`src/verilog/snd_params.svh`:
```
/*
  sound board constants: work RAM size, mixer gains, ADPCM pole
  coefficients and the ADPCM clock-enable ratio (n/m of the main clock)
*/
`ifndef SND_PARAMS_SVH
`define SND_PARAMS_SVH

// work RAM address width, 2 KB mirrored over D000-DFFF
`define SND_RAM_AW 11

// mixer gains, 4.4 fixed point
`define SND_FM_GAIN  8'h06
`define SND_PCM_GAIN 8'h18

// ADPCM low-pass pole, picked by the filter-select bit
`define SND_POLE_LOW  7'd104
`define SND_POLE_HIGH 7'd108

// ADPCM clock enable as a fraction of clk
`define SND_CEN_N 1
`define SND_CEN_M 48

`endif

```
`src/verilog/snd_audio_pkg.sv`:
```
/*
  audio sample, gain and filter coefficient types
*/
package snd_audio_pkg;

    typedef logic signed [15:0] snd_sample_t; // mixer samples
    typedef logic signed [13:0] snd_pcm_t;    // ADPCM decoder output

    // 4.4 fixed point, unsigned
    typedef logic [7:0] snd_gain_t;

    // pole coefficient in 1/128 steps
    typedef logic [6:0] snd_coef_t;

endpackage

```
`src/verilog/pole_filter.sv`:
```
/*
  one-pole low-pass, y = ((128-coef)*x + coef*y) >>> 7 on each sample.
  result truncated to 14 bits, holds between samples
*/
module pole_filter
    import snd_audio_pkg::*;
(
    input  logic      clk,
    input  logic      rst,
    input  logic      sample,
    input  snd_coef_t coef,
    input  snd_pcm_t  sin,
    output snd_pcm_t  sout
);

    logic signed [8:0]  k_in;   // 128 - coef, up to 128
    logic signed [8:0]  k_fb;   // coef
    logic signed [23:0] acc;
    logic signed [23:0] shifted;

    assign k_fb    = $signed({2'b00, coef});
    assign k_in    = 9'sd128 - k_fb;
    assign acc     = sin * k_in + sout * k_fb; // full width
    assign shifted = acc >>> 7;

    always_ff @(posedge clk or posedge rst) begin
        if (rst) begin
            sout <= '0;
        end else if (sample) begin
            sout <= shifted[13:0];
        end
    end

endmodule

```
`config.mk`:
```
export PLATFORM = sky130hd
export DESIGN_NAME = pole_filter
export DESIGN_NICKNAME = d
export VERILOG_FILES = /design/src/verilog/snd_params.svh /design/src/verilog/snd_audio_pkg.sv /design/src/verilog/pole_filter.sv
export SDC_FILE = /design/constraint.sdc
export NUM_CORES = 1
export LEC_CHECK = 0
export BUFFER_PORTS_ARGS = -buffer_cell sky130_fd_sc_hd__buf_4
export CAP_MARGIN = 20
export CORE_ASPECT_RATIO = 1.5
export CORE_MARGIN = 3
export CORE_UTILIZATION = 43
export DETAILED_ROUTE_END_ITERATION = 7
export PLACE_DENSITY = 0.57
export REMOVE_ABC_BUFFERS = 1
export SETUP_SLACK_MARGIN = 0.3
export SLEW_MARGIN = 20
export SYNTH_ARGS = -nofsm -noshare
export SYNTH_HDL_FRONTEND = slang
export SYNTH_SLANG_ARGS = --single-unit
```
`constraint.sdc`:
```
create_clock -name clk -period 16.8 [get_ports clk]
set_input_delay 2.52 -clock clk [delete_from_list [all_inputs] [get_ports clk]]
set_output_delay 2.52 -clock clk [all_outputs]
set_load 0.01 [all_outputs]
```
; ---- Word-level counts from Yosys, hierarchy flattened
; Index checks and enable logic that the tools add are counted.
[classes]
multipliers = 2
add_sub_neg = 2
[ops]
columns = operator, count
row1 = $add A21 B21 Y21, 1
row2 = $mul A14 B8 Y21, 1
row3 = $mul A14 B9 Y21, 1
row4 = $sub A8 B7 Y9 const A, 1
[totals]
elab_cells = 5
regBits = 14
out_inout_bits = 14

; ---- Logic depth before layout (Yosys ltp)
[depth]
word_depth = 3
ltp_mapped = 27

; ---- Worst setup path before layout
; OpenSTA, ideal clock, no wires.
[synth_path]
kind = input-to-reg
startpoint = input coef[0]
endpoint = register sout[8]
arrival_ns = 8.913
path_buffers = 2
slack_ns = 7.762
stages = 23
cell_sequence = buf_6 -> inv_1 -> ha_1 -> or3b_1 -> or4_1 -> clkbuf_1 -> and2_1 -> nand2_1 -> fa_1 -> fa_1 -> fa_1 -> fa_1 -> fa_1 -> fa_1 -> inv_1 -> ha_1 -> a211o_1 -> a2111oi_0 -> o2bb2ai_1 -> or2_2 -> a21oi_1 -> xnor2_1 -> mux2_2
[synth_between]
elab_chain_cells = 3
word_cells_on_any_way = 4
classes_between = 2 x add/sub / 2 x mul
[synth_rtl]
columns = item, line
row1 = "start, declared", pole_filter.sv:11  ; input snd_coef_t coef,
row2 = $sub A8 B7 Y9, pole_filter.sv:22  ; assign k_in = 9'sd128 - k_fb;
row3 = $mul A14 B9 Y21, pole_filter.sv:23  ; assign acc = sin * k_in + sout * k_fb;
row4 = $add A21 B21 Y21 *, pole_filter.sv:23
row5 = "end signal, assigned", pole_filter.sv:30  ; sout <= shifted[13:0];
row6 = "end, declared", pole_filter.sv:13  ; output snd_pcm_t sout
; Every way passes the cells marked *; elsewhere a longest branch is shown, timed or not.
; A chain may end at the register's enable or synchronous reset.

; ---- Worst setup path after layout
[layout_path]
startpoint = input coef[0]
endpoint = register sout[13]
; Same word-level chain as after synthesis.

==> metrics <==
Layout Skew 5.199 ps; Worst-Skew Late Latency 250 ps; Die ar. 20,410 sq um; clk root buf clkbuf_16; Final Hold Fails 0; asr flop ratio synth 100.0%; # nets final 1,185; FF-to-FF path depth 20; crit-path cells buf_4 > inv_1 > ha_1 > or3b_1 > o31ai_1 > and2_1 > nand2_1 > fa_1 > fa_1 > fa_1 > fa_1 > fa_1 > fa_1 > inv_1 > ha_1 > a211o_1 > a2111oi_0 > o2bb2ai_1 > o21ai_0 > nand3_1 > a2111o_1 > o2111ai_2; row count 60; CTS buffer count 3; iteration-0 DRC count of the detailed router 152; I/O Pins 38; Die H 173.5 microns; largest family of logic cells by synthesized area adder cells; Setup Buffers After CTS 0; ANT nets after route 0; CTS tree yes; R2R Path Start sout[4]; Routed WL 19,990 microns; Critical Path Start Type primary input; DR vias 5,586; # hold bufs at CTS 0; syn avg cell area 9.181 sq um; fin. max-slew vios 0; clock sink total 14; synthesized flop and latch total 14; Core Box Area 18,170 sq um; layout cells sized above 1 6.250%; max reg flops 14; Seq/Total Area, Yosys 4.356%; hpwl dp 16,970 microns; Synth Area in Adders 58.84%; status completed; post-layout minimum cycle time 9785 ps; FMAX 0.1022 GHz; largest registers sout: 14 flops; CP max stage cell o31ai_1; final setup fails 0; Synth Area in Simple Gates 16.54%; clock-pin slew on the worst setup and hold paths 50 ps; commonest non-fill, non-tap cell in the layout inv_1; Yosys warning count 0; Post-CTS Resized 0; top_reg_cell synth dfrtp_1; gr usage total 21.32%; worst-path fanout max 27; CP startpoint coef[0]; Hold Startpoint sout[9]; Area Growth Syn to Fin 7.389%; grt ovf 0; first-pass GRT wire length 34,200 microns; crit end category flip-flop; Worst Max-Slew Pin Slew 1035 ps; CP top delay family adder cells; initial antenna violation count 0; HP Class flip-flop to flip-flop; xor/xnor cell area share of the yosys netlist 2.940%; Max H-tree Level 1; Crit path arrival time 9950 ps; Mapped Cells 876; Cell Area, Synth 8043 sq um; Pre-antenna DRT Iters 5; Worst Path Buf+Inv 3; largest net degree at the start of global routing 28; width of the die 117.7 microns; most frequent cells in the layout 250 x inv_1, 192 x fa_1, 99 x and2_1; number of port buffers 37; Max-cap violations 0; Rel. slew slack 30.42%; most used cell along the critical path fa_1; Reg2Reg Setup Slack 10,600 ps; worst-case clock buffer depth 2; Layout fillers 1,798; area occupied by multi-input gates 6655 sq um; DRC viols 0; crit path kind primary input to flip-flop; Synth Area in Compound Gates 3.391%; diode count 0; unrepaired setup endpoints after global routing false; Final period util 58.24%; vias in the first global route 6,574; mux share of post-synthesis cell area 0.9645%; DR WL/cell 17.47 microns; EDFF count, synth 0; register area 350.3 sq um; Initial Util 44.27%; largest register by flop count sout; Via density 4.883; total negative slack 0 ps; gpl congestion 0.8373; max incr delay on CP 850 ps; hold endpoint sout[9]; worst reg2reg path endpoint sout[6]; Distinct cells, synth 48; Worst Path Required 16,970 ps; Hold Path Depth 2
## worst max path at each step
stage          endpoint  slack, ps  depth (start not counted)
6_report       sout[13]       7020                         22
4_1_cts        sout[13]       6990                         22
3_3_place_gp   sout[13]       6910                         22
3_5_place_dp   sout[13]       6720                         22
5_1_grt        sout[13]       6540                         24
2_1_floorplan   sout[8]       7800                         21
## metal layers
layer / wire length, microns / share of wire, % / vias up / track usage, %
met3: 582 / 2.9 / 34 / 1.828
met5: 0 / 0 / - / 0
li1: - / - / 2592 / -
met2: 11500 / 58 / 99 / 42.28
met4: 677 / 3.4 / 0 / 6.259
met1: 7231 / 36 / 2861 / 23.90
## per-stage QoR
stage | worst slack [ps] | std cells | hold WS (ps) | util (%) | area, sq um
after floorplan | 7795 | 852 | 607.6 | - | 7938
after global placement | 6915 | 1141 | 724.3 | 47.13 | 8562
after detailed placement | 6724 | 1141 | 721.4 | 47.13 | 8562
after CTS | 6991 | 1144 | 729.9 | 47.54 | 8637
after global routing | 6541 | 1144 | 751.0 | 47.54 | 8637
final | 7015 | 1144 | 718.5 | 47.54 | 8637
## synthesized netlist by cell type (2+ instances only)
master       n  area [sq um]
inv_1      250         938.4
fa_1       192          3844
and2_1      99         619.3
nand2_1     96         360.4
ha_1        71         888.4
xnor2_1     22         192.7
clkbuf_1    21         78.83
and3_1      18         112.6
nor2_1      15         56.30
dfrtp_1     14         350.3
a21oi_1      6         30.03
mux2_2       5         56.30
o21ai_0      5         25.02
xor2_1       5         43.79
o21a_1       4         30.03
o31ai_1      4         30.03
nand3_1      3         15.01
nor3_1       3         15.01
o211ai_1     3         22.52
a2111o_1     2         22.52
a2111oi_0    2         17.52
buf_6        2         22.52
nand2b_1     2         12.51
nand3b_1     2         15.01
nand4_1      2         12.51
nand4b_1     2         17.52
nor2b_1      2         12.51
o221ai_1     2         17.52
or2_2        2         12.51
or3_1        2         12.51
## final cells by class
type,count,area share (%)
tap,248,3.593
sequential,14,4.056
clock buffer,3,0.8692
timing repair buffer,41,3.564
multi-input combinational,588,77.05
inverter,250,10.86
## tightest hold or removal path, cell delays in order (launching register included)
cell	delay [ps]
dfrtp_1	490
nand2_1	120
o31ai_1	60
## logic make-up after synthesis
kind of cell,count (synthesis)
AOI/OAI and AO/OA,36
muxes,7
adders and majority gates,263
DFF,14
xor gates and xnor gates,27
buffers and inverters,274
and+or+nand+nor,255
Power is not shown: default switching activity piles up to over one toggle a cycle in this logic, so the estimate is an artifact.
