`config.mk`:
```
export PLATFORM = sky130hd
export DESIGN_NAME = audio_mixer
export DESIGN_NICKNAME = d
export VERILOG_FILES = /design/src/verilog/snd_params.svh /design/src/verilog/snd_audio_pkg.sv /design/src/verilog/audio_mixer.sv
export SDC_FILE = /design/constraint.sdc
export NUM_CORES = 1
export LEC_CHECK = 0
export CAP_MARGIN = 20
export CORE_MARGIN = 2
export CORE_UTILIZATION = 65
export CTS_CLUSTER_SIZE = 10
export DETAILED_ROUTE_END_ITERATION = 12
export DONT_BUFFER_PORTS = 1
export PLACE_DENSITY = 0.81
export SETUP_SLACK_MARGIN = 0.5
export SLEW_MARGIN = 10
export SYNTH_ARGS = -nofsm -noshare
export SYNTH_HDL_FRONTEND = slang
export SYNTH_SLANG_ARGS = --single-unit
```
`constraint.sdc`:
```
create_clock -name clk -period 1.68 [get_ports clk]
set_input_delay 0.336 -clock clk [delete_from_list [all_inputs] [get_ports clk]]
set_output_delay 0.336 -clock clk [all_outputs]
set_load 0.02 [all_outputs]
```
`src/verilog/snd_params.svh`:
```
/*
  sound board constants: work RAM size, mixer gains, ADPCM pole
  coefficients and the ADPCM clock-enable ratio (n/m of the main clock)
*/
`ifndef SND_PARAMS_SVH
`define SND_PARAMS_SVH

// work RAM address width, 2 KB mirrored over D000-DFFF
`define SND_RAM_AW 11

// mixer gains, 4.4 fixed point
`define SND_FM_GAIN  8'h06
`define SND_PCM_GAIN 8'h18

// ADPCM low-pass pole, picked by the filter-select bit
`define SND_POLE_LOW  7'd104
`define SND_POLE_HIGH 7'd108

// ADPCM clock enable as a fraction of clk
`define SND_CEN_N 1
`define SND_CEN_M 48

`endif

```
`src/verilog/snd_audio_pkg.sv`:
```
/*
  audio sample, gain and filter coefficient types
*/
package snd_audio_pkg;

    typedef logic signed [15:0] snd_sample_t; // mixer samples
    typedef logic signed [13:0] snd_pcm_t;    // ADPCM decoder output

    // 4.4 fixed point, unsigned
    typedef logic [7:0] snd_gain_t;

    // pole coefficient in 1/128 steps
    typedef logic [6:0] snd_coef_t;

endpackage

```
`src/verilog/audio_mixer.sv`:
```
/*
  two-channel mixer with 4.4 gains. result clamps to 16-bit signed range
  and peak marks a clamped sample, both hold until the next sample
*/
module audio_mixer
    import snd_audio_pkg::*;
(
    input  logic        clk,
    input  logic        rst,
    input  logic        sample,
    input  snd_sample_t ch0,
    input  snd_sample_t ch1,
    input  snd_gain_t   gain0,
    input  snd_gain_t   gain1,
    output snd_sample_t mixed,
    output logic        peak
);

    localparam logic signed [25:0] MAX_S = 26'sd32767;
    localparam logic signed [25:0] MIN_S = -26'sd32768;

    logic signed [8:0]  g0;
    logic signed [8:0]  g1;
    logic signed [25:0] sum;
    logic signed [25:0] scaled;

    // gains are unsigned, add a zero sign bit
    assign g0     = $signed({1'b0, gain0});
    assign g1     = $signed({1'b0, gain1});
    assign sum    = ch0 * g0 + ch1 * g1;
    assign scaled = sum >>> 4; // drop the 4 fraction bits

    always_ff @(posedge clk or posedge rst) begin
        if (rst) begin
            mixed <= '0;
            peak  <= 1'b0;
        end else if (sample) begin
            if (scaled > MAX_S) begin
                mixed <= 16'sh7fff;
                peak  <= 1'b1;
            end else if (scaled < MIN_S) begin
                mixed <= 16'sh8000;
                peak  <= 1'b1;
            end else begin
                mixed <= scaled[15:0];
                peak  <= 1'b0;
            end
        end
    end

endmodule

```
== Word-level counts from Yosys, hierarchy flattened ==
Cells that the tools add are included.
Storage, ports and cells
  logic and storage cells: 11
  output and inout bits: 17
  flip-flop bits (word level): 17
Operators by class
  order comparisons: 2
  $mul: 2
  mux-type cells: 4
  add/subtract/negate cells: 1
Operators with widths (count)
  $mul 16x9->25: 2
  $mux 16: 2
  $add 25x25->26: 1
  $gt 22x16->1 const B: 1
  $lt 22x16->1 const B: 1
  $mux 1: 2

== Depth between registers and ports, before layout ==
  word-level depth: 5
  depth in mapped cells: 25

== Worst setup path after synthesis ==
Ideal clock, no wire load.
  path type: in2reg
  start: input port gain1[0]
  end: register mixed[11]
  required time: 1600 ps
  library setup time: 80 ps
  cell stages on the path: 22
  path slack: -4907 ps
  data arrival time: 6507 ps
  buffers on the path: 3
  path through: clkbuf_1 -> nand2_1 -> fa_1 -> inv_1 -> fa_1 -> fa_1 -> fa_1 -> fa_1 -> inv_1 -> fa_1 -> inv_1 -> ha_1 -> buf_2 -> nand4_1 -> or3_1 -> or4_4 -> a31o_1 -> a31o_1 -> or4_4 -> o21a_4 -> buf_6 -> o22ai_2
Between the ends
  word-level cells in the longest chain between the ends: 5
  elaborated cells between the ends (all ways): 6
  classes of those cells: add/sub (1); mul (1); order compare (2); mux (2)
Ends and longest elaborated chain
  from (decl): line audio_mixer.sv:14  | input snd_gain_t gain1,
  $mul 16x9->25 *: line audio_mixer.sv:30  | assign sum = ch0 * g0 + ch1 * g1;
  $add 25x25->26 *: line audio_mixer.sv:30
  $lt 22x16->1: line audio_mixer.sv:41  | end else if (scaled < MIN_S) begin
  $mux 16: line audio_mixer.sv:41
  $mux 16 *: line audio_mixer.sv:38  | if (scaled > MAX_S) begin
  to (signal assigned): line audio_mixer.sv:45  | mixed <= scaled[15:0];
  to (decl): line audio_mixer.sv:15  | output snd_sample_t mixed,
Every way passes the cells marked *; elsewhere a longest branch is shown, timed or not.
A chain may end at the register's enable or synchronous reset.

== Worst setup path in the final report ==
  start: input port gain1[3]
  end: register mixed[6]
The elaborated chain is that of the path after synthesis.

==> summary.txt <==
Achievable Freq - 168 MHz
Final ANT Viol Nets - 0
failing checks - setup timing
r2r startpoint - mixed[14]
DR vias - 8459
number of global-route vias before repair - 9509
sequential-to-total area share from yosys stat - 4.04%
Mean Syn Cell Area - 8.77 um^2
CORE AREA - 15900 um^2
area grow syn2layout - 14.3%
Synth Cell Area - 10500 um^2
Slew @ Worst Pin - 0.639 ns
Die ar. - 17200 um^2
Slew Viols, Final - 0
status - finished, violations left
Worst EP required - 1.85 ns
Hold Path Class - input pin to async pin
drt first pass iters - 7
DRT iter0 DRCs - 656
Yosys reg bits - 17
Clock Latency Late Sink - 0.25 ns
Post-Synth XOR/XNOR Area - 1.91%
max cap viols - 0
ANT cells - 0
Worst Setup Start Kind - input pin
io pins - 68
Crit Path Class - input pin to flip-flop
Reg-to-Reg End - mixed[14]
GP Congestion - 0.992
Post-Synthesis Cells - 1201
Total GRT Usage - 31.8%
Net Count, Synth - 1587
Final Setup Violations - 17
clock slew seen by the registers of the worst setup and hold paths - 0.05 ns
Worst Setup End Kind - flip-flop
fin crit share - 353%
Synth Area in Compound Gates - 7.08%
clk sinks - 17
die span in y - 131 um
initial antenna violation count - 0
Final Skew - 0 ns
CTS Buf Count - 3
Async S/R FF share, synth - 100%
WP data arrival - 6.11 ns
routed wire length - 26200 um
Register Area - 425 um^2
Cell variety after synth - 55
area of the multi-input gates - 9210 um^2
Die W - 131 um
Initial Util - 66.3%
layout cell share with drive strength beyond 1 - 16.1%
post-route minimum period - 5.94 ns
warning count from the yosys run - 0
largest family of logic cells by synthesized area - adder cells
fin worst setup slack - -4.26 ns
Util after Layout - 75.8%
Clock Tree Buf Depth - 2
H-Tree Level Count - 1
DRC Markers - 0
r2r setup slk - 0.48 ns
Post-CTS Hold Buffers - 0
ys flop type - dfrtp_1
first-pass GRT wire length - 43700 um
Root Buffer - clkbuf_16
Port Buffer Count - 0
CTS tree - done
EDFF count, synth - 0
vias per cell - 5.63
number of cell rows - 46
Max-slew headroom - 57.3%
pin count of the biggest net entering global routing - 33
post-detail-place hpwl - 22000 um
drt wl/cell - 17.4 um
total global routing overflow - 0
Hold Violations, Final - 0
Crit Path Max Fanout - 16
RSZ-0062 raised after global routing - yes
Fill cells - 1104
post-layout net count - 1673
post-synthesis mux area share - 0.202%
R2R cell count - 3
adder-cell share of the synthesized area - 57.5%
simple-gate share of the synthesized area - 16.7%
[cell usage after synthesis (all sizes together), types with 10 or more instances]
| library cell | n | share of area (%) |
|---|---|---|
| inv | 322 | 11 |
| clkbuf | 27 | 0.96 |
| and2 | 96 | 5.7 |
| fa | 248 | 47 |
| dfrtp | 17 | 4.0 |
| nand2 | 182 | 6.5 |
| ha | 87 | 10 |
| o21ai | 31 | 1.5 |
| o22ai | 17 | 1.6 |
| nand3 | 10 | 0.48 |
| xnor2 | 17 | 1.4 |
| a21oi | 25 | 1.2 |
| nor2 | 33 | 1.2 |
[state kept, by name, indices dropped and copies added, names as in the netlist]
signal and flops:
mixed 16, peak 1
[cells in the final DEF (no fill, tap or decap), types with 3 or more instances in the layout]
cell	count
inv_2	13
o21ai_1	5
o21a_1	3
and3_1	3
nand2_2	10
ha_1	76
nand2_8	3
o21ai_0	24
xor2_1	6
nand2_4	6
nand4_1	3
nor3_1	7
o211ai_1	5
dfrtp_1	17
clkbuf_16	3
or4_4	3
a21oi_2	5
inv_1	308
fa_1	239
ha_4	11
and4_1	6
xnor2_1	16
o22ai_2	15
fa_2	9
buf_4	108
a21o_1	6
and2_1	96
o21bai_1	4
a21oi_1	20
nand2_1	163
nand2b_1	4
nand3_1	10
nor2_1	33
[final cells by class]
cell class | count | share of cell area [%]
clock buffer | 3 | 0.624
clock inverter | 1 | 0.0416
inverter | 322 | 10.1
multi-input combinational | 833 | 76.5
sequential | 17 | 3.54
tap | 216 | 2.25
timing repair buffer | 110 | 7.00
[worst max-delay path by stage]
stage | depth (start not counted) | slack (ns) | startpoint | endpoint
after floorplan | 24 | -4.35 | gain1[2] | mixed[10]
after global placement | 19 | -4.43 | gain1[3] | mixed[1]
after detailed placement | 19 | -4.59 | gain1[3] | mixed[12]
after CTS | 19 | -4.14 | ch1[12] | mixed[3]
after global routing | 19 | -4.39 | ch1[7] | mixed[13]
final | 19 | -4.26 | gain1[3] | mixed[6]
[per-layer routing]
metal / up-vias / GRT usage, % / part of all wire, % / wire (um)
met1: 4179 / 37.3 / 35 / 9110
met4: 0 / 19.0 / 7.1 / 1860
met2: 395 / 56.2 / 52 / 13500
li1: 3750 / - / - / -
met5: - / 0 / 0 / 0
met3: 135 / 3.78 / 6.5 / 1710
[critical path: stages]
cell     delay (ns)
nand2_8        0.03
fa_1           0.55
inv_2          0.05
fa_1           0.48
fa_1           0.57
fa_1           0.47
fa_1           0.52
inv_1          0.05
fa_1           0.50
inv_2          0.05
ha_4           0.28
nand4_1        0.16
or3_4          0.38
or4_4          0.43
a31o_1         0.20
a31o_1         0.18
or4_4          0.46
o21a_4         0.29
o22ai_2        0.11
[per-stage QoR]
stage          hold WS, ns  area, um^2  instances  setup TNS (ns)  setup WS, ns
2_1_floorplan        0.262       10900       1201          -72.61         -4.35
3_3_place_gp         0.330       11600       1488          -74.42         -4.43
3_5_place_dp         0.348       11600       1488          -77.04         -4.59
4_1_cts             0.0857       11900       1500          -69.61         -4.14
5_1_grt              0.114       12000       1502          -73.79         -4.39
6_report            0.0531       12000       1502          -71.43         -4.26
[cell families (layout without fill, tap and decap cells)]
| logic type | after synthesis | after routing |
|---|---|---|
| AOI/OAI and AO/OA | 109 | 110 |
| xor gates and xnor gates | 23 | 23 |
| adders and majority gates | 335 | 335 |
| buffers and inverters | 352 | 436 |
| DFF | 17 | 17 |
| muxes | 2 | 2 |
| and+or+nand+nor | 363 | 363 |
[repair_timing]
item	in CTS	in global routing
endpoints found under the hold margin	0	0
setup endpoints to repair	17	17
pin swaps	8	14
gates cloned	1	0
resized for setup	33	24
buffers inserted	7	2
Power is left out: the tool's default activity adds up to more than one toggle a clock period on the data nets, which glitch-free logic cannot reach.
