File: config.mk
export PLATFORM = sky130hd
export DESIGN_NAME = frac_cen
export DESIGN_NICKNAME = d
export VERILOG_FILES = /design/src/verilog/frac_cen.sv
export VERILOG_INCLUDE_DIRS = /design/src /design/src/verilog
export SDC_FILE = /design/constraint.sdc
export NUM_CORES = 1
export LEC_CHECK = 0
export BUFFER_PORTS_ARGS = -buffer_cell sky130_fd_sc_hd__buf_2
export CORE_AREA = 2 2 39 41
export CTS_BUF_LIST = sky130_fd_sc_hd__clkbuf_4 sky130_fd_sc_hd__clkbuf_8
export DETAILED_ROUTE_END_ITERATION = 10
export DIE_AREA = 0 0 41 43
export GPL_TIMING_DRIVEN = 0
export HOLD_SLACK_MARGIN = 0.08
export PLACE_DENSITY = 0.46
export SYNTH_ARGS = -nofsm -noshare
export SYNTH_HDL_FRONTEND = slang
export SYNTH_SLANG_ARGS = --single-unit
File: constraint.sdc
create_clock -name clk -period 4.65 [get_ports clk]
set_input_delay 0.2325 -clock clk [delete_from_list [all_inputs] [get_ports clk]]
set_output_delay 0.2325 -clock clk [all_outputs]
set_load 0.1 [all_outputs]
File: src/verilog/snd_params.svh
/*
  sound board constants: work RAM size, mixer gains, ADPCM pole
  coefficients and the ADPCM clock-enable ratio (n/m of the main clock)
*/
`ifndef SND_PARAMS_SVH
`define SND_PARAMS_SVH

// work RAM address width, 2 KB mirrored over D000-DFFF
`define SND_RAM_AW 11

// mixer gains, 4.4 fixed point
`define SND_FM_GAIN  8'h06
`define SND_PCM_GAIN 8'h18

// ADPCM low-pass pole, picked by the filter-select bit
`define SND_POLE_LOW  7'd104
`define SND_POLE_HIGH 7'd108

// ADPCM clock enable as a fraction of clk
`define SND_CEN_N 1
`define SND_CEN_M 48

`endif

File: src/verilog/frac_cen.sv
/*
  fractional clock enable, cen pulses N times every M clocks.
  needs N < M, first pulse M/N clocks after reset
*/
`include "snd_params.svh"

module frac_cen #(
    parameter int N = `SND_CEN_N,
    parameter int M = `SND_CEN_M
) (
    input  logic clk,
    input  logic rst,
    output logic cen
);

    localparam int W = $clog2(M + N) + 1;

    logic [W-1:0] acc;
    logic [W-1:0] sum;

    assign sum = acc + W'(N);

    always_ff @(posedge clk or posedge rst) begin
        if (rst) begin
            acc <= '0;
            cen <= 1'b0;
        end else if (sum >= W'(M)) begin
            acc <= sum - W'(M); // keep the remainder
            cen <= 1'b1;
        end else begin
            acc <= sum;
            cen <= 1'b0;
        end
    end

endmodule

Word level (Yosys, flattened, before mapping) --
Index checks and enable logic that the tools add are counted. Widths: inputs -> output; s select.
Storage, ports and cells: bits in registers 8, latch bits 0, bits in writable memories 0, bits in read-only memories 0, bits of input ports 2, output and inout port bits 1, logic and storage cells 7, memories kept 0
Operators by class: $add $sub $neg 2, $mul 0, div/mod/pow operators 0, magnitude comparators 1, eq/ne operators 0, shifts and indexed selects 0, muxes and demuxes 2, bitwise gates (word level) 0, reductions and logical operators 0
Operators by type and width (number):
- $add 7x1->7 const B | 1
- $ge 7x6->1 const B | 1
- $mux 7 | 1
- $sub 7x6->7 const B | 1
- $mux 1 | 1

Depth between registers and ports, before layout --
word-level depth 3, depth in mapped cells 9

Worst setup path after synthesis --
Ideal clock, no wire load.
kind reg-to-reg, start register acc[0], end register acc[4], setup time 125 ps, arrival 1913 ps, required time 4525 ps, slack 2612 ps, stages on the path, launching flop included 10, path buffers 0, clock period less this slack 2038 ps, cells stage by stage dfrtp_1 > ha_1 > nand3_2 > xor2_1 > o21bai_1 > inv_1 > ha_1 > nand2_1 > o311a_2 > mux2_4
On the way: cells in the longest elaborated chain, start to end 3, elaborated cells between the ends (all ways) 4
Ends and longest elaborated chain:
- start: declaration | RTL line frac_cen.sv:18 | logic [W-1:0] acc;
- start signal: assignment | RTL line frac_cen.sv:28 | acc <= sum - W'(M);
- start signal: assignment | RTL line frac_cen.sv:31 | acc <= sum;
- $add 7x1->7 (*) | RTL line frac_cen.sv:21 | assign sum = acc + W'(N);
- $sub 7x6->7 or $ge 7x6->1 (tied branches) | RTL line frac_cen.sv:28, frac_cen.sv:27
- $mux 7 (*) | RTL line frac_cen.sv:27 | end else if (sum >= W'(M)) begin
Mark *: on every way between the ends. The rest lies on a longest branch, timed or not.

Final worst setup path --
Ends and elaborated chain as after synthesis.

==> results.md <==
- The run finished with clean final reports.
- The area of all sequential standard cells is about 200 um2.
- The area of the placeable core is around 0.0014 mm2.
- For this run, the detailed router's first-pass iteration total came to 1.
- Setup repair after global routing left no endpoint under its margin.
- The final total negative setup slack is 0 ns.
- The global-route track usage on met1 is 0.0976.
- Counting the buffers created by CTS gives 3.
- The multi-input combinational cells in the finished layout cover a total of approximately 190 um2.
- The tightest min-delay check is of the in -> async type.
- Across all register-to-register paths, the minimum setup slack is around 2.5 ns.
- The via count of the first global-routing pass is 274.
- The ratio of cells with drive above 1 in the final layout is 0.214.
- The type of the setup path with the least slack is reg -> reg.
- The count of endpoints failing hold in the final timing report was 0.
- The number of failing setup endpoints in the final timing report is 0.
- The estimated wirelength of the detail-placed design is approximately 480 um.
- After detailed routing, the number of remaining DRC violations is 0.
- The number of nets in the synthesized netlist is around 40.
- The startpoint identified for the worst register-to-register timing path is acc[0]$_DFF_PP0_.
- In this run the core area contains 14 standard-cell rows.
- Counting cells, the worst reg-to-reg path comes to 9.
- After the first detailed-routing iteration, the DRC count stood at 0.
- The critical-path maximum fanout is 5.
- The number of input and output port buffers inserted is 2.
- The power per unit of standard cell area is ~270 mW/mm2.
- Across the run, the number of max-cap violations was 0.
- The maximum number of buffers from clock root to sink is 2.
- TritonCTS built the clock tree.
- The met2 demand-to-capacity share in global routing is 0.141.
- The die is a little over 40 um wide.
- The overall routing resource usage is 0.0967.
- The first global-routing pass estimated approximately 1.0 mm of wire.
- Data on the critical path arrives at its endpoint at about 2.3 ns.
- The routability congestion estimate is approximately 0.74.
- The post-route clock skew is 0.00551 ns.
- Counting tap cells, the placed design contains a total of 54 instances.
- Dividing the detail-routed wire length by the instance count gives between 10 and 15 um.
- Relative to the synthesized area, the layout overhead comes to 15.5%.
- The post-route antenna net violation count is 0.
- The filler cells instantiated in the layout total 132.
- The count of hold buffers inserted by post-cts repair is 1.
- The vertical die dimension is between 40 and 50 um.
- The die covers approximately 0.0018 mm2.
- Synthesis produced 36 cells.
- Data on the critical path is required at its endpoint by 4.79 ns.
- For the worst-skew pair, the clock arrives at the later sink with an insertion delay of around 0.25 ns.
- The minimum hold slack is 0.456 ns.
- The initial antenna violation count is 0.
- The largest net degree at the start of global routing is 9.
- The routed via count divided by cell count is approximately 4.5.
- The net count of the finished layout is 49.
- In this run the post-CTS setup repair buffer count came out at 0.
- The worst slew slack as a fraction of its limit is 0.680.
- The final cycle utilization of the critical path is 0.468.
- 0 antenna diodes ended up in the layout.
- Synthesis inferred 8 register bits.
- Timing would allow up to ~460 MHz.
- The fraction of the yosys area taken by sequential cells is 0.497.
- For met3 alone, demand over resource in global routing was 0.0471.
- STA classifies the critical path endpoint as a flop.
- The most congested layer reported by global routing is met2.
- Counting every sink on the clock net gives 8.
- Across all layers, the routed design uses roughly 260 vias.
- For this run, the share of the core covered by cells in the final layout is 0.336.
- The startpoint type of the worst setup path is a flop.
- The initial utilization of the core area, before any placement, comes to 0.291.
- The depth of the CTS H-tree is 1.
- After clock tree synthesis, the clock-pin slew on the worst setup and hold paths is about 0.05 ns.
- The final critical-path required period is between 2 and 2.5 ns.
- The number of instances resized during post-cts repair is 0.
- The cell chosen for the clock root is sky130_fd_sc_hd__clkbuf_4.
- The distinct cell type count of the synthesized netlist is 16.
- The max-slew violation total from the final report is 0.
- During synthesis, Yosys emitted a total of 0 warnings.
- For the pin with the worst max-slew slack, the measured transition is ~0.48 ns.
- The mapped netlist covers 403 um2.
- Summed over all cells, the static leakage comes to around 0.24 nW.
- The I/O pin count is 3.
- The endpoint identified for the worst register-to-register timing path is acc[4]$_DFF_PP0_.
- Summed over all layers, the routed wires come to a little under 600 um.
- The finished layout holds between 50 and 60 standard cells, fillers aside.
- The average size of a mapped cell is 11.2 um2.
- After global routing the overflow that remains totals 0.
- VDD sags by at most approximately 0.14 mV.
## power by group
part           switching (W)  internal (W)
Sequential                 0     0.0000697
Combinational     0.00000144   0.000000895
Clock              0.0000233     0.0000295
## flip-flops by register name (all words and copies together) (netlist names)
name / flops
acc: 7
cen: 1
## worst max-delay path by stage
stage / start / end / slack, ns / cells past startpoint
detailed placement: acc[0]$_DFF_PP0_ / acc[4]$_DFF_PP0_ / 2.45 / 9
global route: acc[0]$_DFF_PP0_ / acc[4]$_DFF_PP0_ / 2.32 / 9
finish: acc[0]$_DFF_PP0_ / acc[4]$_DFF_PP0_ / 2.48 / 9
global placement: acc[0]$_DFF_PP0_ / acc[4]$_DFF_PP0_ / 2.50 / 9
floorplan: acc[0]$_DFF_PP0_ / acc[4]$_DFF_PP0_ / 2.61 / 9
CTS: acc[0]$_DFF_PP0_ / acc[4]$_DFF_PP0_ / 2.44 / 9
## cell type report
cell class	instances	share of cell area
well taps	16	0.0430
flip-flops and latches	8	0.430
multi-input cells	25	0.411
repair buffers	3	0.0430
clock buffers	3	0.0484
inverters	3	0.0242
## per-layer routing
layer  vias up  wire length (um)
li1        138                 -
met1       118               262
met2         3               294
met3         2                18
met4         0                21
met5         -                 0
## cells in the mapped netlist
master | number | area (um2)
sky130_fd_sc_hd__inv_1 | 3 | 11.3
sky130_fd_sc_hd__nand3_2 | 2 | 20.0
sky130_fd_sc_hd__dfrtp_1 | 8 | 200
sky130_fd_sc_hd__nor3_1 | 2 | 10.0
sky130_fd_sc_hd__xor2_1 | 2 | 17.5
sky130_fd_sc_hd__and2_1 | 1 | 6.26
sky130_fd_sc_hd__o311a_2 | 1 | 11.3
sky130_fd_sc_hd__o21ai_0 | 3 | 15.0
sky130_fd_sc_hd__or3_1 | 2 | 12.5
sky130_fd_sc_hd__mux2_4 | 1 | 15.0
sky130_fd_sc_hd__ha_1 | 3 | 37.5
sky130_fd_sc_hd__o21a_1 | 1 | 7.51
sky130_fd_sc_hd__xnor2_1 | 1 | 8.76
sky130_fd_sc_hd__o21bai_1 | 1 | 7.51
sky130_fd_sc_hd__a21boi_0 | 1 | 7.51
sky130_fd_sc_hd__nand2_1 | 4 | 15.0
## worst max-delay path, stage by stage (launching register included)
cell and delay [ns]:
sky130_fd_sc_hd__dfrtp_1 0.42, sky130_fd_sc_hd__ha_1 0.25, sky130_fd_sc_hd__nand3_2 0.10, sky130_fd_sc_hd__xor2_1 0.29
sky130_fd_sc_hd__o21bai_1 0.20, sky130_fd_sc_hd__inv_1 0.06, sky130_fd_sc_hd__ha_1 0.17, sky130_fd_sc_hd__nand2_1 0.06
sky130_fd_sc_hd__o311a_2 0.20, sky130_fd_sc_hd__mux2_4 0.30
## metrics by stage
stage	setup slack [ns]	instance area, um2	power, W
after floorplan	2.61	403	0.0000720
after global placement	2.50	433	0.0000727
after detailed placement	2.45	433	0.0000727
after CTS	2.44	465	0.000127
after global routing	2.32	465	0.000133
final	2.48	465	0.000125
## cells in the final DEF (no fill, tap or decap), drive strengths merged
cell | Yosys | final
nand2 | 4 | 4
o21a | 1 | 1
o21bai | 1 | 1
ha | 3 | 3
dfrtp | 8 | 8
xor2 | 2 | 2
dlygate4sd3 | 0 | 1
nand3 | 2 | 2
o21ai | 3 | 3
xnor2 | 1 | 1
clkbuf | 0 | 3
buf | 0 | 2
inv | 3 | 3
o311a | 1 | 1
or3 | 2 | 2
mux2 | 1 | 1
and2 | 1 | 1
nor3 | 2 | 2
a21boi | 1 | 1
## cells by family after synthesis
family / share of synthesized area
mux: 0.0373
buf+inv: 0.0279
simple gates: 0.158
xor+xnor: 0.0652
compound gates: 0.121
flops: 0.497
fa+ha+maj: 0.0932
(Power assumes the default switching activity.)
