===== src/verilog/snd_params.svh =====
/*
  sound board constants: work RAM size, mixer gains, ADPCM pole
  coefficients and the ADPCM clock-enable ratio (n/m of the main clock)
*/
`ifndef SND_PARAMS_SVH
`define SND_PARAMS_SVH

// work RAM address width, 2 KB mirrored over D000-DFFF
`define SND_RAM_AW 11

// mixer gains, 4.4 fixed point
`define SND_FM_GAIN  8'h06
`define SND_PCM_GAIN 8'h18

// ADPCM low-pass pole, picked by the filter-select bit
`define SND_POLE_LOW  7'd104
`define SND_POLE_HIGH 7'd108

// ADPCM clock enable as a fraction of clk
`define SND_CEN_N 1
`define SND_CEN_M 48

`endif


===== src/verilog/snd_bus_pkg.sv =====
/*
  sound CPU bus types. I/O slots sit at F000-FFFF and are picked by
  address bits 3:1, slots 6 and 7 are unmapped
*/
package snd_bus_pkg;

    typedef logic [15:0] snd_addr_t;     // CPU address
    typedef logic [7:0]  snd_byte_t;     // CPU data
    typedef logic [15:0] snd_rom_addr_t; // banked ROM address

    // I/O slot, indexed by cpu_addr[3:1]
    typedef enum logic [2:0] {
        DEV_FM     = 3'd0,
        DEV_OKI    = 3'd1,
        DEV_BANK   = 3'd2,
        DEV_FILT   = 3'd3,
        DEV_LATCH0 = 3'd4,
        DEV_LATCH1 = 3'd5
    } snd_dev_e;

endpackage


===== src/verilog/snd_read_mux.sv =====
/*
  read data back to the sound CPU through two register stages. cpu_din is
  valid three clocks after a steady address, 8'hff when nothing is selected
*/
module snd_read_mux
    import snd_bus_pkg::*;
(
    input  logic      clk,
    input  logic      rst,
    input  logic      fm_cs,
    input  logic      oki_cs,
    input  logic      latch0_cs,
    input  logic      latch1_cs,
    input  logic      ram_cs,
    input  logic      rom_cs,
    input  snd_byte_t snd_latch0,
    input  snd_byte_t snd_latch1,
    input  snd_byte_t fm_dout,
    input  snd_byte_t oki_dout,
    input  snd_byte_t ram_dout,
    input  snd_byte_t rom_data,
    output snd_byte_t cpu_din
);

    snd_byte_t cmd_latch;
    snd_byte_t dev_latch;
    snd_byte_t mem_latch;
    logic      cmd_vld;
    logic      dev_vld;
    logic      mem_vld;

    // stage one data, no reset needed behind the valid bits
    always_ff @(posedge clk) begin
        cmd_latch <= latch0_cs ? snd_latch0 : snd_latch1;
        dev_latch <= fm_cs ? fm_dout : oki_dout;
        mem_latch <= ram_cs ? ram_dout : rom_data;
    end

    always_ff @(posedge clk or posedge rst) begin
        if (rst) begin
            cmd_vld <= 1'b0;
            dev_vld <= 1'b0;
            mem_vld <= 1'b0;
        end else begin
            cmd_vld <= latch0_cs | latch1_cs;
            dev_vld <= fm_cs | oki_cs;
            mem_vld <= ram_cs | rom_cs;
        end
    end

    // stage two, devices win over latches, latches over memory
    always_ff @(posedge clk or posedge rst) begin
        if (rst) begin
            cpu_din <= 8'hff;
        end else if (dev_vld) begin
            cpu_din <= dev_latch;
        end else if (cmd_vld) begin
            cpu_din <= cmd_latch;
        end else if (mem_vld) begin
            cpu_din <= mem_latch;
        end else begin
            cpu_din <= 8'hff; // open bus
        end
    end

endmodule


===== config.mk =====
export PLATFORM = sky130hd
export DESIGN_NAME = snd_read_mux
export DESIGN_NICKNAME = d
export VERILOG_FILES = /design/src/verilog/snd_params.svh /design/src/verilog/snd_bus_pkg.sv /design/src/verilog/snd_read_mux.sv
export SDC_FILE = /design/constraint.sdc
export NUM_CORES = 1
export LEC_CHECK = 0
export BUFFER_PORTS_ARGS = -buffer_cell sky130_fd_sc_hd__buf_2
export CAP_MARGIN = 20
export CORE_ASPECT_RATIO = 0.5
export CORE_MARGIN = 2
export CORE_UTILIZATION = 49
export DETAILED_ROUTE_END_ITERATION = 16
export PLACE_DENSITY_LB_ADDON = 0.3
export SLEW_MARGIN = 10
export SYNTH_ARGS = -nofsm -noshare
export SYNTH_HDL_FRONTEND = slang
export SYNTH_SLANG_ARGS = --single-unit

===== constraint.sdc =====
create_clock -name clk -period 2.9 [get_ports clk]
set_clock_uncertainty 0.15 [all_clocks]
set_input_delay 0.29 -clock clk [delete_from_list [all_inputs] [get_ports clk]]
set_output_delay 0.29 -clock clk [all_outputs]
set_load 0.02 [all_outputs]

# ---- After elaboration in Yosys (flattened, before gate mapping)
# Index checks and enable logic that the tools add are counted.
dict set report word_totals {
  ff_bits 35
  inputBits 56
  wordCells 16
}
dict set report op_classes {
  n_mux 6
  bitwise_logic 3
}
# cell n
set op_table {}
lappend op_table {{$mux W8} 6}
lappend op_table {{$or A1 B1 Y1} 3}

# ---- Depth between registers and ports, before layout
dict set report depth {
  ltp_word 3
  mapped_depth 4
  mapped_depth_nobuf 2
}

# ---- Worst setup path after synthesis
# Ideal clock, no wire load.
dict set report synth_path {
  path_kind {register to register}
  from {register dev_vld}
  to {register cpu_din[5]}
  arrival_time_ns 0.859
  required_time_ns 2.664
  setup_slack_ns 1.805
  stages_incl_launch_ff 4
  path_cell_list {dfrtp_1 buf_6 buf_4 o31ai_2}
}
dict set report synth_via {
  elab_chain_len 1
}
# item line_no
set synth_rtl {}
lappend synth_rtl {{start, declared} snd_read_mux.sv:29} ;# logic dev_vld;
lappend synth_rtl {{start signal, assigned} snd_read_mux.sv:46} ;# dev_vld <= fm_cs | oki_cs;
lappend synth_rtl {{$mux W8} snd_read_mux.sv:55} ;# end else if (dev_vld) begin
lappend synth_rtl {{end signal, assigned} snd_read_mux.sv:56} ;# cpu_din <= dev_latch;
lappend synth_rtl {{end signal, assigned} snd_read_mux.sv:58} ;# cpu_din <= cmd_latch;
lappend synth_rtl {{end signal, assigned} snd_read_mux.sv:60} ;# cpu_din <= mem_latch;
lappend synth_rtl {{end, declared} snd_read_mux.sv:22} ;# output snd_byte_t cpu_din
# Every way passes these cells.

# ---- Final worst setup path
dict set report layout_path {
  from {register cpu_din[7]}
  to {output cpu_din[7]}
}
# No word-level cell between the ends.

==> summary.txt <==
Run status
  – Outcome: finished clean

Routing
  – Initial drt markers: 19
  – Drt first pass iters: 4
  – DRC viols: 0
  – Vias: 941
  – Detailed-route wire length: 2723 µm
  – ANT nets after route: 0
  – Via density per instance: 4.613
  – Drt wl/cell: 13.35 µm

Logic synthesis
  – Synthesized instance count: roughly 100
  – Synth Register Bits: 35
  – YS warnings: 0
  – Mean area per synthesized cell: 13.85 µm²
  – Cell area after synthesis: 0.001399 mm²
  – Synth Net Count: 157
  – Register area share after synthesis: 54.74%
  – Synth cell types: 14

Power and ir drop
  – Final total power: 1.197 mW
  – Peak VDD IR: 0.0003102 V
  – Leakage: roughly 0.85 nW
  – Power Density: 644.0 mW/mm²

Worst setup path
  – Critical path's top delay family: flip-flops
  – Startpoint class of the critical path: register
  – CP Capture Type: primary output
  – Worst stage delay on the critical path: roughly 0.52 ns
  – Critical path class: register to primary output
  – Crit path buffers/inverters: 1
  – CP startpoint: cpu_din[7]$_DFF_PP1_
  – Critical R2R Launch: cmd_vld$_DFF_PP0_
  – R2R cell count: 2
  – CP max-delay cell: dfstp_2
  – Arr. time, crit path: 0.95 ns
  – Worst Path Required: 2.46 ns
  – Worst path depth: 1
  – Crit path cell chain: buf_2
  – Worst-path maximum fanout: 1

Clocking
  – Resized cells post-CTS: 0
  – Total CTS buffers: 5
  – H-tree depth: 2
  – Clk root buf: clkbuf_8
  – CTS max path bufs: 2
  – Reg clk slew, reported paths: 0.07 ns
  – CTS tree: built
  – CTS sink count: 35
  – Worst skew pair latency: 0.28 ns

Place
  – Port buffer count: 63
  – Placer Congestion: a little over 0.8
  – Dpl ws: 1.599 ns
  – Placed Cells incl. Taps: 195
  – Dpl hpwl: roughly 2000 µm

Global route
  – GRT Overall Usage: 18.06%
  – Pin count of the biggest net entering global routing: 17
  – Initial antenna violation count: 0
  – Grt ovf: 0
  – Global-route wire length before repair: 4312 µm
  – Number of global-route vias before repair: 931

Hold path
  – Hold path cells: 2
  – HP Class: input port to register
  – Hold path startpoint: rom_cs

Die
  – Top Ports: 64
  – Num rows: 13
  – Initial core utilization: 52.76%
  – Core Footprint: 0.002651 mm²
  – Chip width: 79.56 µm
  – Die area: 0.003324 mm²
  – Die Span Y: 41.78 µm

Timing
  – Slew @ Worst Pin: 0.6339 ns
  – Post-Route Setup TNS: 0 ns
  – Fin. Hold Viols: 0
  – Period utilisation layout: between 40% and 50%
  – RSZ-0062 raised after global routing: false
  – Final Slew Violations: 0
  – Final Setup Violations: 0
  – Tmin final: 1.392 ns
  – Worst setup margin: 1.508 ns
  – Headroom to the max-slew limit: slightly below 60%
  – Fmax: 0.7186 GHz

Layout
  – Share of layout cells above drive strength 1: 59.88%
  – Non-Filler Instances: 204
  – Layout area overhead: 32.83%
  – Antenna cells: 0
  – Final net count: 222

Job
  – Max-cap violations: 0
==> through the flow <==
stage               util [%]  instance area (µm²)  hold slack (ns)
floorplan                  -                 1399         -0.01329
global placement       64.70                 1715           0.1521
detailed placement     64.70                 1715           0.1549
CTS                    70.08                 1858          0.03029
global route           70.08                 1858          0.03611
finish                 70.08                 1858          0.03723
==> sequential cells by signal, indices dropped and copies added (netlist names) <==
| signal | flops |
|---|---|
| dev_latch | 8 |
| cpu_din | 8 |
| mem_vld | 1 |
| cmd_latch | 8 |
| cmd_vld | 1 |
| mem_latch | 8 |
| dev_vld | 1 |
==> cell usage in the layout (no fill, tap or decap) <==
cell | netlist | routed
clkbuf_8 | 0 | 5
inv_1 | 1 | 1
nor2b_1 | 2 | 2
nor2b_2 | 6 | 6
dfrtp_1 | 3 | 3
dfxtp_1 | 24 | 24
nand2_1 | 8 | 8
clkbuf_1 | 0 | 1
bufinv_16 | 0 | 2
nor3b_2 | 8 | 8
dfstp_2 | 8 | 8
o31ai_2 | 8 | 8
dlygate4sd3_1 | 0 | 1
or2_1 | 3 | 3
mux2_1 | 24 | 24
buf_2 | 3 | 63
==> where the power goes <==
part           leakage (nW)  switching (mW)  internal, mW  total, mW
sequential            0.317          0.0244         0.532      0.557
combinational         0.463          0.0588        0.0724      0.131
clock                0.0654           0.165         0.343      0.509
total                 0.846           0.249         0.948       1.20
==> layer usage <==
metal | GRT usage [%] | up-vias | part of all wire (%)
met5 | 0 | - | 0
met4 | 7.241 | 0 | 1.3
met3 | 8.043 | 5 | 10
met2 | 25.04 | 48 | 41
met1 | 24.55 | 414 | 48
li1 | - | 474 | -
==> synthesized netlist by cell type <==
library cell,number,share of area (%)
buf_4,1,0.54
o31ai_2,8,7.2
dfxtp_1,24,34
nor2b_1,2,0.89
nor3b_2,8,7.2
buf_2,3,1.1
nand2_1,8,2.1
dfrtp_1,3,5.4
inv_1,1,0.27
buf_6,2,1.6
dfstp_2,8,15
nor2b_2,6,3.8
mux2_1,24,19
or2_1,3,1.3
==> cells by family (layout without fill, tap and decap cells) <==
| logic type | count (synthesis) | in the layout | share of synthesized area, % |
|---|---|---|---|
| AO/OA/AOI/OAI | 8 | 8 | 7.156 |
| flip-flops | 35 | 35 | 54.74 |
| buffers and inverters | 7 | 73 | 3.488 |
| multiplexers | 24 | 24 | 19.32 |
| AND/OR/NAND/NOR | 27 | 27 | 15.30 |
==> cell type report <==
type / instances / area [µm²]
Fill cell: 193 / 793.3
Sequential cell: 35 / 765.7
Multi-Input combinational cell: 59 / 584.3
Timing Repair Buffer: 64 / 325.3
Clock buffer: 6 / 72.57
Clock inverter: 2 / 60.06
Tap cell: 37 / 46.29
Inverter: 1 / 3.754
==> repair_timing <==
action | in CTS | in global routing
endpoints found under the hold margin | 3 | 0
buffers inserted | 0 | 0
hold buffers | 1 | 0
==> worst paths after layout <==
check	endpoint	slack (ns)
setup / recovery	cpu_din[7]	1.51
hold / removal	mem_vld$_DFF_PP0_	0.04
setup reg to reg	cpu_din[1]$_DFF_PP1_	1.58
hold reg to reg	cpu_din[6]$_DFF_PP1_	0.27
max in group asynchronous	cpu_din[5]$_DFF_PP1_	1.86
min in group asynchronous	mem_vld$_DFF_PP0_	0.40
(Power assumes the default switching activity.)
