**config.mk**
```make
export PLATFORM = sky130hd
export DESIGN_NAME = snd_addr_decode
export DESIGN_NICKNAME = d
export VERILOG_FILES = /design/src/verilog/snd_params.svh /design/src/verilog/snd_bus_pkg.sv /design/src/verilog/snd_addr_decode.sv
export SDC_FILE = /design/constraint.sdc
export NUM_CORES = 1
export LEC_CHECK = 0
export BUFFER_PORTS_ARGS = -buffer_cell sky130_fd_sc_hd__buf_2
export CORE_MARGIN = 2
export CORE_UTILIZATION = 36
export DETAILED_ROUTE_END_ITERATION = 8
export GPL_ROUTABILITY_DRIVEN = 0
export PLACE_DENSITY_LB_ADDON = 0.05
export SLEW_MARGIN = 15
export SYNTH_ARGS = -nofsm -noshare
export SYNTH_HDL_FRONTEND = slang
export SYNTH_SLANG_ARGS = --single-unit
```
**constraint.sdc**
```tcl
create_clock -name clk -period 0.85 [get_ports clk]
set_input_delay 0.17 -clock clk [delete_from_list [all_inputs] [get_ports clk]]
set_output_delay 0.17 -clock clk [all_outputs]
set_load 0.02 [all_outputs]
```
**src/verilog/snd_params.svh**
```systemverilog
/*
  sound board constants: work RAM size, mixer gains, ADPCM pole
  coefficients and the ADPCM clock-enable ratio (n/m of the main clock)
*/
`ifndef SND_PARAMS_SVH
`define SND_PARAMS_SVH

// work RAM address width, 2 KB mirrored over D000-DFFF
`define SND_RAM_AW 11

// mixer gains, 4.4 fixed point
`define SND_FM_GAIN  8'h06
`define SND_PCM_GAIN 8'h18

// ADPCM low-pass pole, picked by the filter-select bit
`define SND_POLE_LOW  7'd104
`define SND_POLE_HIGH 7'd108

// ADPCM clock enable as a fraction of clk
`define SND_CEN_N 1
`define SND_CEN_M 48

`endif

```
**src/verilog/snd_bus_pkg.sv**
```systemverilog
/*
  sound CPU bus types. I/O slots sit at F000-FFFF and are picked by
  address bits 3:1, slots 6 and 7 are unmapped
*/
package snd_bus_pkg;

    typedef logic [15:0] snd_addr_t;     // CPU address
    typedef logic [7:0]  snd_byte_t;     // CPU data
    typedef logic [15:0] snd_rom_addr_t; // banked ROM address

    // I/O slot, indexed by cpu_addr[3:1]
    typedef enum logic [2:0] {
        DEV_FM     = 3'd0,
        DEV_OKI    = 3'd1,
        DEV_BANK   = 3'd2,
        DEV_FILT   = 3'd3,
        DEV_LATCH0 = 3'd4,
        DEV_LATCH1 = 3'd5
    } snd_dev_e;

endpackage

```
**src/verilog/snd_addr_decode.sv**
```systemverilog
/*
  sound CPU address decoder. selects and rom_addr are registered one clock
  after the bus, so the bus must hold each access for a few clocks.
  only rom_cs looks at rd_n
*/
module snd_addr_decode
    import snd_bus_pkg::*;
(
    input  logic          clk,
    input  logic          rst,
    input  snd_addr_t     cpu_addr,
    input  logic          mreq_n,
    input  logic          rd_n,
    input  logic          wr_n,
    input  snd_byte_t     cpu_dout,
    output logic          rom_cs,
    output snd_rom_addr_t rom_addr,
    output logic          ram_cs,
    output logic          fm_cs,
    output logic          oki_cs,
    output logic          latch0_cs,
    output logic          latch1_cs,
    output logic          oki_ss
);

    logic     io_sel;
    logic     rom_sel;
    snd_dev_e dev;
    logic     bank_cs;
    logic     filt_cs;
    logic     bank;

    assign io_sel  = !mreq_n && cpu_addr[15:12] == 4'hf;
    // fixed ROM below 8000, banked window at 8000-BFFF
    assign rom_sel = !cpu_addr[15] || cpu_addr[15:14] == 2'b10;
    assign dev     = snd_dev_e'(cpu_addr[3:1]);

    always_ff @(posedge clk or posedge rst) begin
        if (rst) begin
            rom_cs    <= 1'b0;
            rom_addr  <= '0;
            ram_cs    <= 1'b0;
            fm_cs     <= 1'b0;
            oki_cs    <= 1'b0;
            bank_cs   <= 1'b0;
            filt_cs   <= 1'b0;
            latch0_cs <= 1'b0;
            latch1_cs <= 1'b0;
        end else begin
            rom_cs    <= !mreq_n && !rd_n && rom_sel;
            rom_addr  <= cpu_addr[15] ? {1'b1, bank, cpu_addr[13:0]}
                                      : {1'b0, cpu_addr[14:0]};
            ram_cs    <= !mreq_n && cpu_addr[15:12] == 4'hd;
            fm_cs     <= io_sel && dev == DEV_FM;
            oki_cs    <= io_sel && dev == DEV_OKI;
            bank_cs   <= io_sel && dev == DEV_BANK;
            filt_cs   <= io_sel && dev == DEV_FILT;
            latch0_cs <= io_sel && dev == DEV_LATCH0;
            latch1_cs <= io_sel && dev == DEV_LATCH1;
        end
    end

    // bank and filter-select take bit 0 of the written byte
    always_ff @(posedge clk or posedge rst) begin
        if (rst) begin
            bank   <= 1'b0;
            oki_ss <= 1'b0;
        end else if (!wr_n) begin
            if (bank_cs) bank <= cpu_dout[0];
            if (filt_cs) oki_ss <= cpu_dout[0]; // also the ADPCM rate select
        end
    end

endmodule

```
Yosys cells after proc, flatten, opt, wreduce, memory -nomap -nowiden. Index checks and enable logic that the tools add are counted.

$add $sub $neg: 0. Multiply operators: 0. Div/mod/pow operators: 0. Order comparisons: 0. Equality and inequality tests: 8. Shifts and indexed selects: 0. Muxes and demuxes: 1. Bitwise gates (word level): 1. Reduce and logical (&&, ||, !) cells: 17.

Operators by type and width (number): $mux 16 (1); $logic_and 1x1->1 (10); $eq 4x4->1 const B (2); $eq 3x2->1 const B (2); $eq 3x3->1 const B (2); $reduce_and 2->1 (2); $eq 3x1->1 const B (1); $logic_not 1->1 (3); $logic_not 3->1 (1); $eq 2x2->1 const B (1); $logic_or 1x1->1 (1); $not 1->1 (1).

Register bits after elaboration: 26. Bits in latches: 0. RAM bits: 0. Memory bits (read-only): 0. Output and inout bits: 23. Logic and storage cells: 38. Memories kept: 0.

Depth between registers and ports, before layout.
Depth in word-level cells: 3. Mapped depth: 2. Mapped depth without buffers: 2.

Least setup slack after synthesis. Ideal clock, no wire load.

Path type: register to register. From: register bank_cs. To: register bank. Setup time: 0.125 ns. Arrival: 0.739 ns. Data required time: 0.725 ns. Slack: -0.014 ns. Cell stages (with the launch flop): 3. Period minus slack after synthesis: 0.864 ns. Cell sequence: dfrtp_1 > nor2b_1 > mux2_2.

Longest elaborated chain between the ends: 1.

Ends and longest elaborated chain: start: declaration (line snd_addr_decode.sv:29) `logic bank_cs;`; start signal: assignment (line snd_addr_decode.sv:45) `bank_cs <= 1'b0;`; start signal: assignment (line snd_addr_decode.sv:56) `bank_cs <= io_sel && dev == DEV_BANK;`; $reduce_and 2->1 (no source line); end signal: assignment (line snd_addr_decode.sv:69) `if (bank_cs) bank <= cpu_dout[0];`; end: declaration (line snd_addr_decode.sv:31) `logic bank;`.

Every way passes these cells. A chain may end at the register's enable or synchronous reset.

Worst setup path after layout.
From: register oki_ss. To: output port oki_ss.

RTL lines: start: declaration (line snd_addr_decode.sv:23) `output logic oki_ss`; start signal: assignment (line snd_addr_decode.sv:70) `if (filt_cs) oki_ss <= cpu_dout[0];`.

No word-level cell between the ends.

==> results.py <==
metrics = {
    "cells_and_area": {
        "multi_input_area_um2": 193.9,
        "areaGrowthSynthToFinish_pct": 78.64,
        "utilization": 0.6733,
        "final_cells": 139,
        "diodes": 0,
        "nFillCells": 172,
        "regArea_um2": 650.6,
        "layout-drive-gt1-share": 0.5405,
        "fin_nets": 141,
    },
    "route": {
        "routed_via_density": 4.417,
        "first_iter_violations": 1,
        "drc": 0,
        "dr.pass1.iters": 2,
        "dr_total_vias": 614,
        "wl_mm": 1.767,
        "route.detailed.wl_per_inst_um": 12.71,
        "detail-route-antenna-nets": 0,
    },
    "timing": {
        "tns_ns": -3.809,
        "timing.final.crit_share": 1.208,
        "period_needed_ns": 1.027,
        "worstMarginPinSlew_ns": 0.1983,
        "finalClockSkew_ns": 0.0006404,
        "hold_violations": 0,
        "fin_ws_ns": -0.1772,
        "slew_violations": 0,
        "maxSlewHeadroom": 0.8667,
        "rsz0062_at_grt": "true",
        "finalSetupViolCount": 25,
        "fmax_mhz": 973.6,
    },
    "cts": {
        "ctsHtreeMaxLevel": 1,
        "clk_latency_ns": 0.31,
        "cts_buffers": 3,
        "cts_tree": "done",
        "root_buffer": "clkbuf_4",
        "cts.sinks": 26,
        "cts_max_path_buffers": 2,
        "clk_pin_slew_worst_paths_ns": 0.13,
    },
    "power_and_ir_drop": {
        "peakVddDrop_uv": 1051,
        "cellPowerDensity_nw_per_um2": 1684,
        "leakage_nw": 0.7213,
        "power_mw": 2.484,
    },
    "place": {
        "dp_cells": 121,
        "io_buffers": 44,
        "hpwl_mm": 1.176,
    },
    "setup_path": {
        "crit_arrival_ns": 0.86,
        "critPathMaxFanout": 2,
        "end_kind": "primary output",
        "critPathBufInv": 1,
        "crit_path_cell_trace": "buf_6",
        "cp.required_ns": 0.68,
        "crit_type": "flip-flop to primary output",
        "path_delay_family": "flip-flops",
        "critPathMaxStageDelay_ns": 0.41,
        "slowest_stage": "dfrtp_1",
        "cp-start-kind": "flip-flop",
    },
    "synthesis": {
        "synthTopCellsByCount": "26 x dfrtp_1, 3 x mux2_2, 3 x nand2b_1, 3 x nor3_1",
        "yosys.area.top_type": "dfrtp_1",
        "synthesis.nets": 75,
        "seq_area_frac_synth": 0.7879,
        "synth_top_area_share": 0.7879,
        "yosysWarnings": 0,
        "synthesis.area_um2": 825.8,
        "post_synth_num_cell_types": 12,
        "synthArstFlopShare": 1.000,
        "synth.area.top_cells": "dfrtp_1 79%, mux2_2 4.1%, nor4_2 3.0%",
        "synthCells": 46,
        "synth_ff_type": "dfrtp_1",
        "ys_ff_latch": 26,
        "synth_edf_count": 0,
        "avgSynthCellArea_um2": 17.95,
        "yosysMostFrequentCell": "dfrtp_1",
    },
    "global_route": {
        "grt_pass1_vias": 630,
        "gr-total-overflow": 0,
        "grt_pass1_wl_mm": 2.829,
        "grt_usage": 0.1522,
        "grt_max_degree": 27,
        "antenna_found_initial": 0,
    },
    "floorplanning": {
        "pin_count": 52,
        "core_um2": 2191,
        "die-width_um": 51.90,
        "fp.dieH_um": 51.90,
        "initial_utilization": 0.3769,
        "num_rows": 17,
        "dieArea_um2": 2693,
    },
    "flow_run": {
        "maxCapViolCount": 0,
    },
    "outcome": {
        "outcome": "finished with violations",
        "failed_checks": "negative setup slack",
    },
    "hold_path": {
        "hp-class": "input port to flip-flop",
    },
}
[through the flow]
stage / hold slack (ns) / instance area (um^2) / worst slack (ns)
after floorplan: 0.2014 / 825.8 / -0.01370
after global placement: 0.2063 / 1116 / -0.06123
after detailed placement: 0.2155 / 1116 / -0.08011
after CTS: 0.008394 / 1461 / -0.1985
after global routing: 0.01124 / 1475 / -0.2227
final: 0.02417 / 1475 / -0.1772
[per-layer routing]
metal  vias up  track usage  wire (um)
li1        283            -          -
met1       300       0.1565        614
met2        27       0.2848       1007
met3         4      0.03161        114
met5         -            0          0
met4         0      0.07895         30
[placed cells by master (no fill, tap or decap)]
| cell type | count |
|---|---|
| dfrtp_1 | 26 |
| buf_6 | 23 |
| buf_2 | 21 |
| dlygate4sd3_1 | 14 |
| nand2b_1 | 3 |
| nor3_1 | 3 |
| clkbuf_4 | 3 |
| nor4_2 | 2 |
| nand2_1 | 2 |
| nor2b_4 | 2 |
| mux2_4 | 2 |
| buf_4 | 2 |
| mux2_2 | 1 |
| a211oi_1 | 1 |
| nand4b_4 | 1 |
| nor2_1 | 1 |
| nor4b_4 | 1 |
| inv_1 | 1 |
| bufinv_16 | 1 |
| buf_12 | 1 |
[sequential cells by signal, indices dropped and copies added, names as in the netlist]
signal     count
latch0_cs      1
bank           1
rom_addr      16
fm_cs          1
filt_cs        1
latch1_cs      1
oki_cs         1
ram_cs         1
oki_ss         1
bank_cs        1
rom_cs         1
[layout make-up]
type / instances / area share
well taps: 28 / 0.02375
multi-input cells: 19 / 0.1315
clock buffers: 3 / 0.01527
flip-flops and latches: 26 / 0.4411
inverters: 1 / 0.002545
clock inverters: 1 / 0.02036
repair buffers: 61 / 0.3656
[what timing repair did]
action | CTS | global route
hold buffers | 13 | 1
setup endpoints to repair | 25 | 25
gates resized for setup | 50 | 1
buffers inserted | 0 | 0
cloned | 0 | 0
hold endpoints to repair | 38 | 1
[where the power goes]
group	total, mW	leakage (nW)	internal, mW	switching [mW]
Combinational	0.359	0.367	0.196	0.162
Sequential	1.31	0.326	1.28	0.0229
Clock	0.819	0.0279	0.477	0.342
[final timing paths]
path | to | slack [ns] | start | cells past startpoint
worst min-delay path | rom_addr[3] | 0.02 | cpu_addr[3] | 1
max in group asynchronous | rom_cs | 0.30 | rst | 4
min in group asynchronous | rom_addr[7] | 0.41 | rst | 4
worst max register to register | oki_ss | -0.05 | filt_cs | 2
worst min register to register | bank | 0.54 | bank | 1
worst max-delay path | oki_ss | -0.18 | oki_ss | 1
[cells by family (layout without fill, tap and decap cells)]
group	Yosys count	count (layout)	synth area share
AOI/OAI and AO/OA	1	1	0.009094
DFF	26	26	0.7879
and+or+nand+nor	15	15	0.1576
buffers and inverters	1	66	0.004541
muxes	3	3	0.04091
Power figures use the tool's default switching activity.
